File: config.mk
export PLATFORM = sky130hd
export DESIGN_NAME = pcpu_top
export DESIGN_NICKNAME = d
export VERILOG_FILES = /design/src/hw/pcpu_pkg.sv /design/src/hw/pcpu_decode.sv /design/src/hw/pcpu_execute.sv /design/src/hw/pcpu_fetch.sv /design/src/hw/pcpu_retire.sv /design/src/hw/pcpu_top.sv
export VERILOG_INCLUDE_DIRS = /design/src /design/src/include
export SDC_FILE = /design/constraint.sdc
export NUM_CORES = 1
export LEC_CHECK = 0
export ABC_AREA = 1
export ABC_CLOCK_PERIOD_IN_PS = 14070
export BUFFER_PORTS_ARGS = -buffer_cell sky130_fd_sc_hd__buf_2
export CORE_MARGIN = 5
export CORE_UTILIZATION = 55
export CTS_CLUSTER_SIZE = 20
export DETAILED_ROUTE_END_ITERATION = 7
export GPL_TIMING_DRIVEN = 0
export PLACE_DENSITY_LB_ADDON = 0.1
export SETUP_SLACK_MARGIN = 0.1
export SLEW_MARGIN = 30
export SYNTH_ARGS = -nofsm -noshare
export SYNTH_HDL_FRONTEND = slang
export SYNTH_SLANG_ARGS = --single-unit
File: constraint.sdc
create_clock -name clock -period 14.07 [get_ports clock]
set_input_delay 2.1105 -clock clock [delete_from_list [all_inputs] [get_ports clock]]
set_output_delay 2.1105 -clock clock [all_outputs]
set_load 0.01 [all_outputs]
File: src/include/pcpu_defs.svh
`ifndef PCPU_DEFS_SVH
`define PCPU_DEFS_SVH

// data and instruction word
`define PCPU_WORD_W 16

// instruction and data address
`define PCPU_ADDR_W 8

// general register file
`define PCPU_NREGS 8
`define PCPU_REG_W 3

// opcode field, top of the instruction word
`define PCPU_OP_W 5

`endif

File: src/hw/pcpu_pkg.sv
`include "pcpu_defs.svh"

package pcpu_pkg;

	typedef logic [`PCPU_WORD_W-1:0] word_t;
	typedef logic [`PCPU_ADDR_W-1:0] addr_t;
	typedef logic [`PCPU_REG_W-1:0] reg_idx_t;

	typedef enum logic [`PCPU_OP_W-1:0]
	{
		OP_NOP = 5'b00000,
		OP_HALT = 5'b00001,
		OP_LOAD = 5'b00010,
		OP_STORE = 5'b00011,
		OP_ADD = 5'b01000,
		OP_ADDI = 5'b01001,
		OP_SUB = 5'b01010,
		OP_AND = 5'b01101,
		OP_OR = 5'b01110,
		OP_XOR = 5'b01111,
		OP_LDIH = 5'b10000,
		OP_JUMP = 5'b11000,
		OP_BZ = 5'b11010,
		OP_BNZ = 5'b11011
	} opcode_t;

	typedef enum logic
	{
		RUN_IDLE = 1'b0,
		RUN_EXEC = 1'b1
	} run_state_t;

	// bubble inserted on flush and stall
	localparam word_t NOP_IR = {OP_NOP, {(`PCPU_WORD_W-`PCPU_OP_W){1'b0}}};

	function automatic opcode_t op_of(input word_t ir);
		return opcode_t'(ir[`PCPU_WORD_W-1 -: `PCPU_OP_W]);
	endfunction

	function automatic reg_idx_t r1_of(input word_t ir);
		return ir[10:8]; // destination, branch base
	endfunction

	function automatic reg_idx_t r2_of(input word_t ir);
		return ir[6:4];
	endfunction

	function automatic reg_idx_t r3_of(input word_t ir);
		return ir[2:0];
	endfunction

	function automatic logic writes_r1(input word_t ir);
		case (op_of(ir))
			OP_LOAD, OP_LDIH, OP_ADDI, OP_ADD, OP_SUB, OP_AND, OP_OR, OP_XOR:
				return 1'b1;
			default:
				return 1'b0;
		endcase
	endfunction

endpackage

File: src/hw/pcpu_decode.sv
module pcpu_decode
(
	input logic clock,
	input logic reset,
	input logic i_running,
	input pcpu_pkg::word_t i_id_ir,
	input logic i_take_branch,
	input pcpu_pkg::word_t i_ex_result,
	input pcpu_pkg::word_t i_mem_ir,
	input pcpu_pkg::word_t i_mem_result,
	input pcpu_pkg::word_t i_ddata,
	input pcpu_pkg::word_t i_wb_ir,
	input pcpu_pkg::word_t i_wb_result,
	input pcpu_pkg::word_t i_rf_a,
	input pcpu_pkg::word_t i_rf_b,
	input pcpu_pkg::word_t i_rf_s,
	output pcpu_pkg::reg_idx_t o_rd_a,
	output pcpu_pkg::reg_idx_t o_rd_b,
	output pcpu_pkg::reg_idx_t o_rd_s,
	output logic o_stall,
	output pcpu_pkg::word_t o_ex_ir,
	output pcpu_pkg::word_t o_opa,
	output pcpu_pkg::word_t o_opb,
	output pcpu_pkg::word_t o_smdr
);
	import pcpu_pkg::*;

	opcode_t op;
	logic use_a;
	logic use_b;
	logic use_s;
	logic a_is_r1;
	logic load_use;
	word_t imm;
	word_t mem_val;
	word_t fwd_a;
	word_t fwd_b;
	word_t fwd_s;

	// youngest writer of r wins
	function automatic word_t forward(input reg_idx_t r, input word_t rf_val);
		if (writes_r1(o_ex_ir) && (op_of(o_ex_ir) != OP_LOAD) && (r1_of(o_ex_ir) == r))
			return i_ex_result;
		if (writes_r1(i_mem_ir) && (r1_of(i_mem_ir) == r))
			return mem_val;
		if (writes_r1(i_wb_ir) && (r1_of(i_wb_ir) == r))
			return i_wb_result;
		return rf_val;
	endfunction

	assign op = op_of(i_id_ir);
	assign mem_val = (op_of(i_mem_ir) == OP_LOAD) ? i_ddata : i_mem_result;

	always_comb
	begin
		use_a = 1'b0;
		use_b = 1'b0;
		use_s = 1'b0;
		a_is_r1 = 1'b0;
		imm = '0;
		case (op)
			OP_ADD, OP_SUB, OP_AND, OP_OR, OP_XOR:
			begin
				use_a = 1'b1;
				use_b = 1'b1;
			end
			OP_LOAD, OP_STORE:
			begin
				use_a = 1'b1;
				use_s = (op == OP_STORE);
				imm = word_t'(i_id_ir[3:0]); // zero-extended offset
			end
			OP_ADDI, OP_BZ, OP_BNZ:
			begin
				use_a = 1'b1;
				a_is_r1 = 1'b1;
				imm = word_t'(i_id_ir[7:0]);
			end
			OP_LDIH:
			begin
				use_a = 1'b1;
				a_is_r1 = 1'b1;
				imm = {i_id_ir[7:0], 8'd0};
			end
			default:
				imm = '0;
		endcase
	end

	assign o_rd_a = a_is_r1 ? r1_of(i_id_ir) : r2_of(i_id_ir);
	assign o_rd_b = r3_of(i_id_ir);
	assign o_rd_s = r1_of(i_id_ir);

	always_comb
	begin
		fwd_a = forward(o_rd_a, i_rf_a);
		fwd_b = forward(o_rd_b, i_rf_b);
		fwd_s = forward(o_rd_s, i_rf_s);
	end

	// load data only exists one stage later
	assign load_use = (op_of(o_ex_ir) == OP_LOAD)
		&& ((use_a && (r1_of(o_ex_ir) == o_rd_a))
		|| (use_b && (r1_of(o_ex_ir) == o_rd_b))
		|| (use_s && (r1_of(o_ex_ir) == o_rd_s)));
	assign o_stall = load_use;

	always_ff @(posedge clock or posedge reset)
	begin
		if (reset)
			o_ex_ir <= NOP_IR;
		else if (i_running)
		begin
			if (i_take_branch || load_use)
				o_ex_ir <= NOP_IR;
			else
				o_ex_ir <= i_id_ir;
		end
	end

	always_ff @(posedge clock)
	begin
		if (i_running)
		begin
			o_opa <= fwd_a;
			o_opb <= use_b ? fwd_b : imm;
			o_smdr <= fwd_s;
		end
	end

endmodule

File: src/hw/pcpu_execute.sv
module pcpu_execute
(
	input logic clock,
	input logic reset,
	input logic i_running,
	input pcpu_pkg::word_t i_ex_ir,
	input pcpu_pkg::word_t i_opa,
	input pcpu_pkg::word_t i_opb,
	input pcpu_pkg::word_t i_smdr,
	output pcpu_pkg::word_t o_result,
	output logic o_take_branch,
	output pcpu_pkg::addr_t o_target,
	output pcpu_pkg::word_t o_mem_ir,
	output pcpu_pkg::word_t o_mem_result,
	output pcpu_pkg::addr_t o_daddr,
	output pcpu_pkg::word_t o_ddata,
	output logic o_dwe
);
	import pcpu_pkg::*;

	opcode_t op;
	logic sets_flags;
	logic zf;
	logic nf;
	logic dw;

	assign op = op_of(i_ex_ir);

	always_comb
	begin
		case (op)
			OP_SUB:
				o_result = i_opa - i_opb;
			OP_AND:
				o_result = i_opa & i_opb;
			OP_OR:
				o_result = i_opa | i_opb;
			OP_XOR:
				o_result = i_opa ^ i_opb;
			default:
				o_result = i_opa + i_opb; // add, immediates, address sums
		endcase
	end

	always_comb
	begin
		case (op)
			OP_ADD, OP_SUB, OP_AND, OP_OR, OP_XOR, OP_ADDI, OP_LDIH:
				sets_flags = 1'b1;
			default:
				sets_flags = 1'b0;
		endcase
	end

	// flags as left by the last flag-setting op
	assign o_take_branch = ((op == OP_BZ) && zf) || ((op == OP_BNZ) && !zf);
	assign o_target = addr_t'(o_result);

	always_ff @(posedge clock or posedge reset)
	begin
		if (reset)
		begin
			zf <= 1'b0;
			nf <= 1'b0;
			o_mem_ir <= NOP_IR;
			dw <= 1'b0;
		end
		else if (i_running)
		begin
			if (sets_flags)
			begin
				zf <= (o_result == '0);
				nf <= o_result[$bits(word_t)-1];
			end
			o_mem_ir <= i_ex_ir;
			dw <= (op == OP_STORE);
		end
	end

	always_ff @(posedge clock)
	begin
		if (i_running)
		begin
			o_mem_result <= o_result;
			o_ddata <= i_smdr;
		end
	end

	assign o_daddr = addr_t'(o_mem_result);
	assign o_dwe = dw && i_running; // no write while the pipe is frozen

endmodule

File: src/hw/pcpu_fetch.sv
module pcpu_fetch
(
	input logic clock,
	input logic reset,
	input logic i_enable,
	input logic i_start,
	input pcpu_pkg::word_t i_idata,
	input logic i_stall,
	input logic i_take_branch,
	input pcpu_pkg::addr_t i_target,
	input logic i_halted,
	output logic o_running,
	output pcpu_pkg::addr_t o_iaddr,
	output pcpu_pkg::word_t o_id_ir
);
	import pcpu_pkg::*;

	run_state_t state;
	run_state_t state_next;
	addr_t pc;

	assign o_running = (state == RUN_EXEC);
	assign o_iaddr = pc;

	always_comb
	begin
		state_next = state;
		case (state)
			RUN_IDLE:
				if (i_enable && i_start)
					state_next = RUN_EXEC;
			RUN_EXEC:
				if (!i_enable || i_halted) // halt seen in write-back
					state_next = RUN_IDLE;
		endcase
	end

	always_ff @(posedge clock or posedge reset)
	begin
		if (reset)
			state <= RUN_IDLE;
		else
			state <= state_next;
	end

	always_ff @(posedge clock or posedge reset)
	begin
		if (reset)
		begin
			pc <= '0;
			o_id_ir <= NOP_IR;
		end
		else if (o_running)
		begin
			if (i_take_branch)
			begin
				pc <= i_target;
				o_id_ir <= NOP_IR; // squash wrong path
			end
			else if (op_of(o_id_ir) == OP_JUMP)
			begin
				pc <= addr_t'(o_id_ir[7:0]);
				o_id_ir <= NOP_IR;
			end
			else if ((op_of(o_id_ir) != OP_HALT) && !i_stall)
			begin
				pc <= pc + 1'b1;
				o_id_ir <= i_idata;
			end
		end
	end

endmodule

File: src/hw/pcpu_retire.sv
`include "pcpu_defs.svh"

module pcpu_retire
(
	input logic clock,
	input logic reset,
	input logic i_running,
	input pcpu_pkg::word_t i_mem_ir,
	input pcpu_pkg::word_t i_mem_result,
	input pcpu_pkg::word_t i_ddata,
	input pcpu_pkg::reg_idx_t i_rd_a,
	input pcpu_pkg::reg_idx_t i_rd_b,
	input pcpu_pkg::reg_idx_t i_rd_s,
	output pcpu_pkg::word_t o_wb_ir,
	output pcpu_pkg::word_t o_wb_result,
	output pcpu_pkg::word_t o_rf_a,
	output pcpu_pkg::word_t o_rf_b,
	output pcpu_pkg::word_t o_rf_s,
	output logic o_halted
);
	import pcpu_pkg::*;

	word_t regs [`PCPU_NREGS];

	always_ff @(posedge clock or posedge reset)
	begin
		if (reset)
		begin
			o_wb_ir <= NOP_IR;
			for (int i = 0; i < `PCPU_NREGS; i++)
				regs[i] <= '0;
		end
		else if (i_running)
		begin
			o_wb_ir <= i_mem_ir;
			if (writes_r1(o_wb_ir))
				regs[r1_of(o_wb_ir)] <= o_wb_result;
		end
	end

	always_ff @(posedge clock)
	begin
		if (i_running)
			o_wb_result <= (op_of(i_mem_ir) == OP_LOAD) ? i_ddata : i_mem_result;
	end

	assign o_rf_a = regs[i_rd_a];
	assign o_rf_b = regs[i_rd_b];
	assign o_rf_s = regs[i_rd_s]; // store data
	assign o_halted = (op_of(o_wb_ir) == OP_HALT);

endmodule

File: src/hw/pcpu_top.sv
module pcpu_top
(
	input logic clock,
	input logic reset,
	input logic i_enable,
	input logic i_start,
	input pcpu_pkg::word_t i_idata,
	input pcpu_pkg::word_t i_ddata,
	output pcpu_pkg::addr_t o_iaddr,
	output pcpu_pkg::addr_t o_daddr,
	output pcpu_pkg::word_t o_ddata,
	output logic o_dwe
);
	import pcpu_pkg::*;

	logic running;
	logic stall;
	logic take_branch;
	logic halted;
	addr_t target;
	reg_idx_t rd_a;
	reg_idx_t rd_b;
	reg_idx_t rd_s;
	word_t id_ir;
	word_t ex_ir;
	word_t opa;
	word_t opb;
	word_t smdr;
	word_t ex_result;
	word_t mem_ir;
	word_t mem_result;
	word_t wb_ir;
	word_t wb_result;
	word_t rf_a;
	word_t rf_b;
	word_t rf_s;

	pcpu_fetch fetch_i
	(
		.clock(clock),
		.reset(reset),
		.i_enable(i_enable),
		.i_start(i_start),
		.i_idata(i_idata),
		.i_stall(stall),
		.i_take_branch(take_branch),
		.i_target(target),
		.i_halted(halted),
		.o_running(running),
		.o_iaddr(o_iaddr),
		.o_id_ir(id_ir)
	);

	pcpu_decode decode_i
	(
		.clock(clock),
		.reset(reset),
		.i_running(running),
		.i_id_ir(id_ir),
		.i_take_branch(take_branch),
		.i_ex_result(ex_result),
		.i_mem_ir(mem_ir),
		.i_mem_result(mem_result),
		.i_ddata(i_ddata),
		.i_wb_ir(wb_ir),
		.i_wb_result(wb_result),
		.i_rf_a(rf_a),
		.i_rf_b(rf_b),
		.i_rf_s(rf_s),
		.o_rd_a(rd_a),
		.o_rd_b(rd_b),
		.o_rd_s(rd_s),
		.o_stall(stall),
		.o_ex_ir(ex_ir),
		.o_opa(opa),
		.o_opb(opb),
		.o_smdr(smdr)
	);

	pcpu_execute execute_i
	(
		.clock(clock),
		.reset(reset),
		.i_running(running),
		.i_ex_ir(ex_ir),
		.i_opa(opa),
		.i_opb(opb),
		.i_smdr(smdr),
		.o_result(ex_result),
		.o_take_branch(take_branch),
		.o_target(target),
		.o_mem_ir(mem_ir),
		.o_mem_result(mem_result),
		.o_daddr(o_daddr),
		.o_ddata(o_ddata),
		.o_dwe(o_dwe)
	);

	pcpu_retire retire_i
	(
		.clock(clock),
		.reset(reset),
		.i_running(running),
		.i_mem_ir(mem_ir),
		.i_mem_result(mem_result),
		.i_ddata(i_ddata),
		.i_rd_a(rd_a),
		.i_rd_b(rd_b),
		.i_rd_s(rd_s),
		.o_wb_ir(wb_ir),
		.o_wb_result(wb_result),
		.o_rf_a(rf_a),
		.o_rf_b(rf_b),
		.o_rf_s(rf_s),
		.o_halted(halted)
	);

endmodule

==> reports/results.tsv <==
metric	value	unit
largest area contributor in the netlist	dfrtp_1	
DRC errors left	0	
non-filler cells, final	2943	
Post-Syn Area	17800	sq um
routed wire length	75000	um
Post-Layout Inst Area	19700	sq um
clk_lat worst skew	0.59	ns
clock root buffer	clkbuf_16	
core footprint	31700	sq um
ys async rst share	65.1	%
placed cell area	18700	sq um
power per cell area	298	nW/um^2
pre-CTS setup slack	9.52	ns
# IOs	69	
R2R Setup Slk	9.61	ns
PostCTS Resize Cnt	0	
post-synth cell types	51	
Max Fclk	191	MHz
global-route wire length before repair	110000	um
Avg WL per Cell	25.5	um
vias in the first global route	17400	
Tot GR Track Use	40.6	%
GPL Wtd Cong	1.09	
Tmin final	5.24	ns
Final Power	5.87	mW
CP Class	reg -> out	
Max FO, Critical Path	43	
Slew Limit Fails	0	
Reg2Reg Depth	22	
Hold Vio Cnt, Final	0	
area occupied by multi-input gates	8760	sq um
Reg area	7370	sq um
critical path data arrival time	3.13	ns
unrepaired setup endpoints after global routing	no	
Die Wd	190	um
Post-synth EDFFs	96	
final period utilization	37.3	%
Final setup viols	0	
worst hold slack	0.416	ns
DR pass1 iterations	6	
Synth area leaders	dfrtp_1, edfxtp_1, nand2_1	
GRT overflow	0	
yosys warns	0	
static leakage	9.03	nW
Yosys top cell area share	25.2	%
post-synthesis sequential area ratio	41.4	%
CTS tree	built	
Yosys reg bits	275	
status	finished, final reports clean	
top_reg_cell synth	dfrtp_1	
NumNets Final	2601	
total clock buffers created by CTS	30	
hold buffers post-CTS	0	
Mapped Nets	2498	
antenna violations before repair	1	
DR vias/cell	6.42	
drt first-iter violations	2888	
share of cells above drive strength 1	7.33	%
setup TNS	0	ns
post-layout util	62.2	%
clk buf depth	3	
setup repair bufs after CTS	0	
critical path required time	11.96	ns
via count	18900	
max_cap viols	0	
die area	36000	sq um
cells after synthesis	2412	
syn_area_per_cell	7.37	sq um
Die Y	190	um
ANT nets after route	0	
Clock Skew	0.0305	ns
pin count of the biggest net entering global routing	95	
area delta synth->final	11.0	%
hold depth	0	
port bufs	68	
TritonCTS Sinks	275	
Slew @ Worst Pin	1.00	ns
standard-cell rows	65	
Worst Hold Class	reg -> reg	
final worst setup slack	8.83	ns
post-DP HPWL	57800	um
initial core utilization	56.0	%
Max H-tree Level	1	
# fillers	2929	
Startpoint Class	flip-flop	
relative slew slack	32.6	%
critical path endpoint category	output pin	
Inst Count DP	2884	
Clock transition at path regs	0.07	ns
VDD IR max	170	uV
Yosys cell counts, drive strengths merged (7+ instances only):
cell and instances:
nand2 578, inv 254, o22ai 16, o211ai 89, nor3 14, ha 49, nand4 21, a31oi 7
buf 45, clkbuf 115, xor2 38, nand3 180, o21ai 420, edfxtp 96, nor2 101, a21oi 167
dfrtp 179, a221oi 9
final timing paths:
| path | start | to |
|---|---|---|
| min in group asynchronous | reset | retire_i.regs[109] |
| max in group asynchronous | reset | fetch_i.o_running |
| min reg2reg | decode_i.o_smdr[10] | execute_i.o_ddata[10] |
| min | decode_i.o_smdr[10] | execute_i.o_ddata[10] |
| max reg2reg | decode_i.o_opb[1] | execute_i.zf |
| max | fetch_i.o_running | o_dwe |
state kept, by name, summed over array words and instances, names as in the netlist, 8 cells and up:
register / cells
decode_i.o_ex_ir: 8
decode_i.o_opa: 16
decode_i.o_opb: 16
decode_i.o_smdr: 16
execute_i.o_ddata: 16
execute_i.o_mem_ir: 8
execute_i.o_mem_result: 16
fetch_i.o_iaddr: 8
fetch_i.o_id_ir: 16
retire_i.o_wb_ir: 8
retire_i.o_wb_result: 16
retire_i.regs: 128
logic make-up after synthesis:
| group | after synthesis | synth area share, % |
|---|---|---|
| buffers and inverters | 417 | 9.31 |
| adders and majority gates | 50 | 3.56 |
| and+or+nand+nor | 906 | 21.4 |
| xor gates and xnor gates | 42 | 2.07 |
| DFF | 275 | 41.4 |
| AOI/OAI and AO/OA | 721 | 22.2 |
| muxes | 1 | 0.0563 |
power by group:
part           switching, mW  total [mW]  internal [mW]
Sequential             0.302        1.55           1.25
Clock                  0.358       0.825          0.467
Combinational           2.57        3.50          0.929
final cells by class:
cell class	count	area share, %
sequential	275	37.3
tap	402	2.55
antenna	2	0.0254
inverter	257	4.94
timing repair buffer	71	2.04
clock buffer	38	4.27
multi-input combinational	1720	44.4
buffer	160	3.48
clock inverter	18	0.958
per-layer routing:
metal	wire, um	vias up	track usage, %
met3	11200	247	13.9
li1	-	8382	-
met4	4020	0	17.1
met1	29200	8842	56.4
met2	30600	1433	58.2
met5	0	-	0
cell usage in the layout (no fill, tap or decap), types with 4 or more instances in the layout:
master     Yosys  routed
clkbuf_16      0      31
o211ai_1      89      89
nor2_1       100     100
clkbuf_1     115     118
xnor2_1        4       4
inv_1        248     247
nand3_1      178     178
clkinv_1       3       4
buf_2         21      89
xor2_1        38      38
a221oi_1       9       9
buf_1         11      11
o21ai_1       17      15
a31oi_1        7       7
nor3_1        13      13
nand2_1      568     568
ha_1          49      49
a21oi_1      166     166
clkbuf_8       0       4
o22ai_1       16      16
clkinv_2       0       4
edfxtp_1      96      96
buf_4         10      11
inv_6          0       4
o21ai_0      402     402
nand4_1       20      20
dfrtp_1      179     178
nand2_2        8       8
inv_2          5       5
critical path, cell delays in order, from the launching register on:
cell and delay, ns:
dfrtp_4 0.84, clkbuf_1 0.41, clkbuf_1 0.52, clkbuf_1 0.44, nand2_1 0.11, inv_1 0.07, buf_2 0.12
Power figures use the tool's default switching activity.
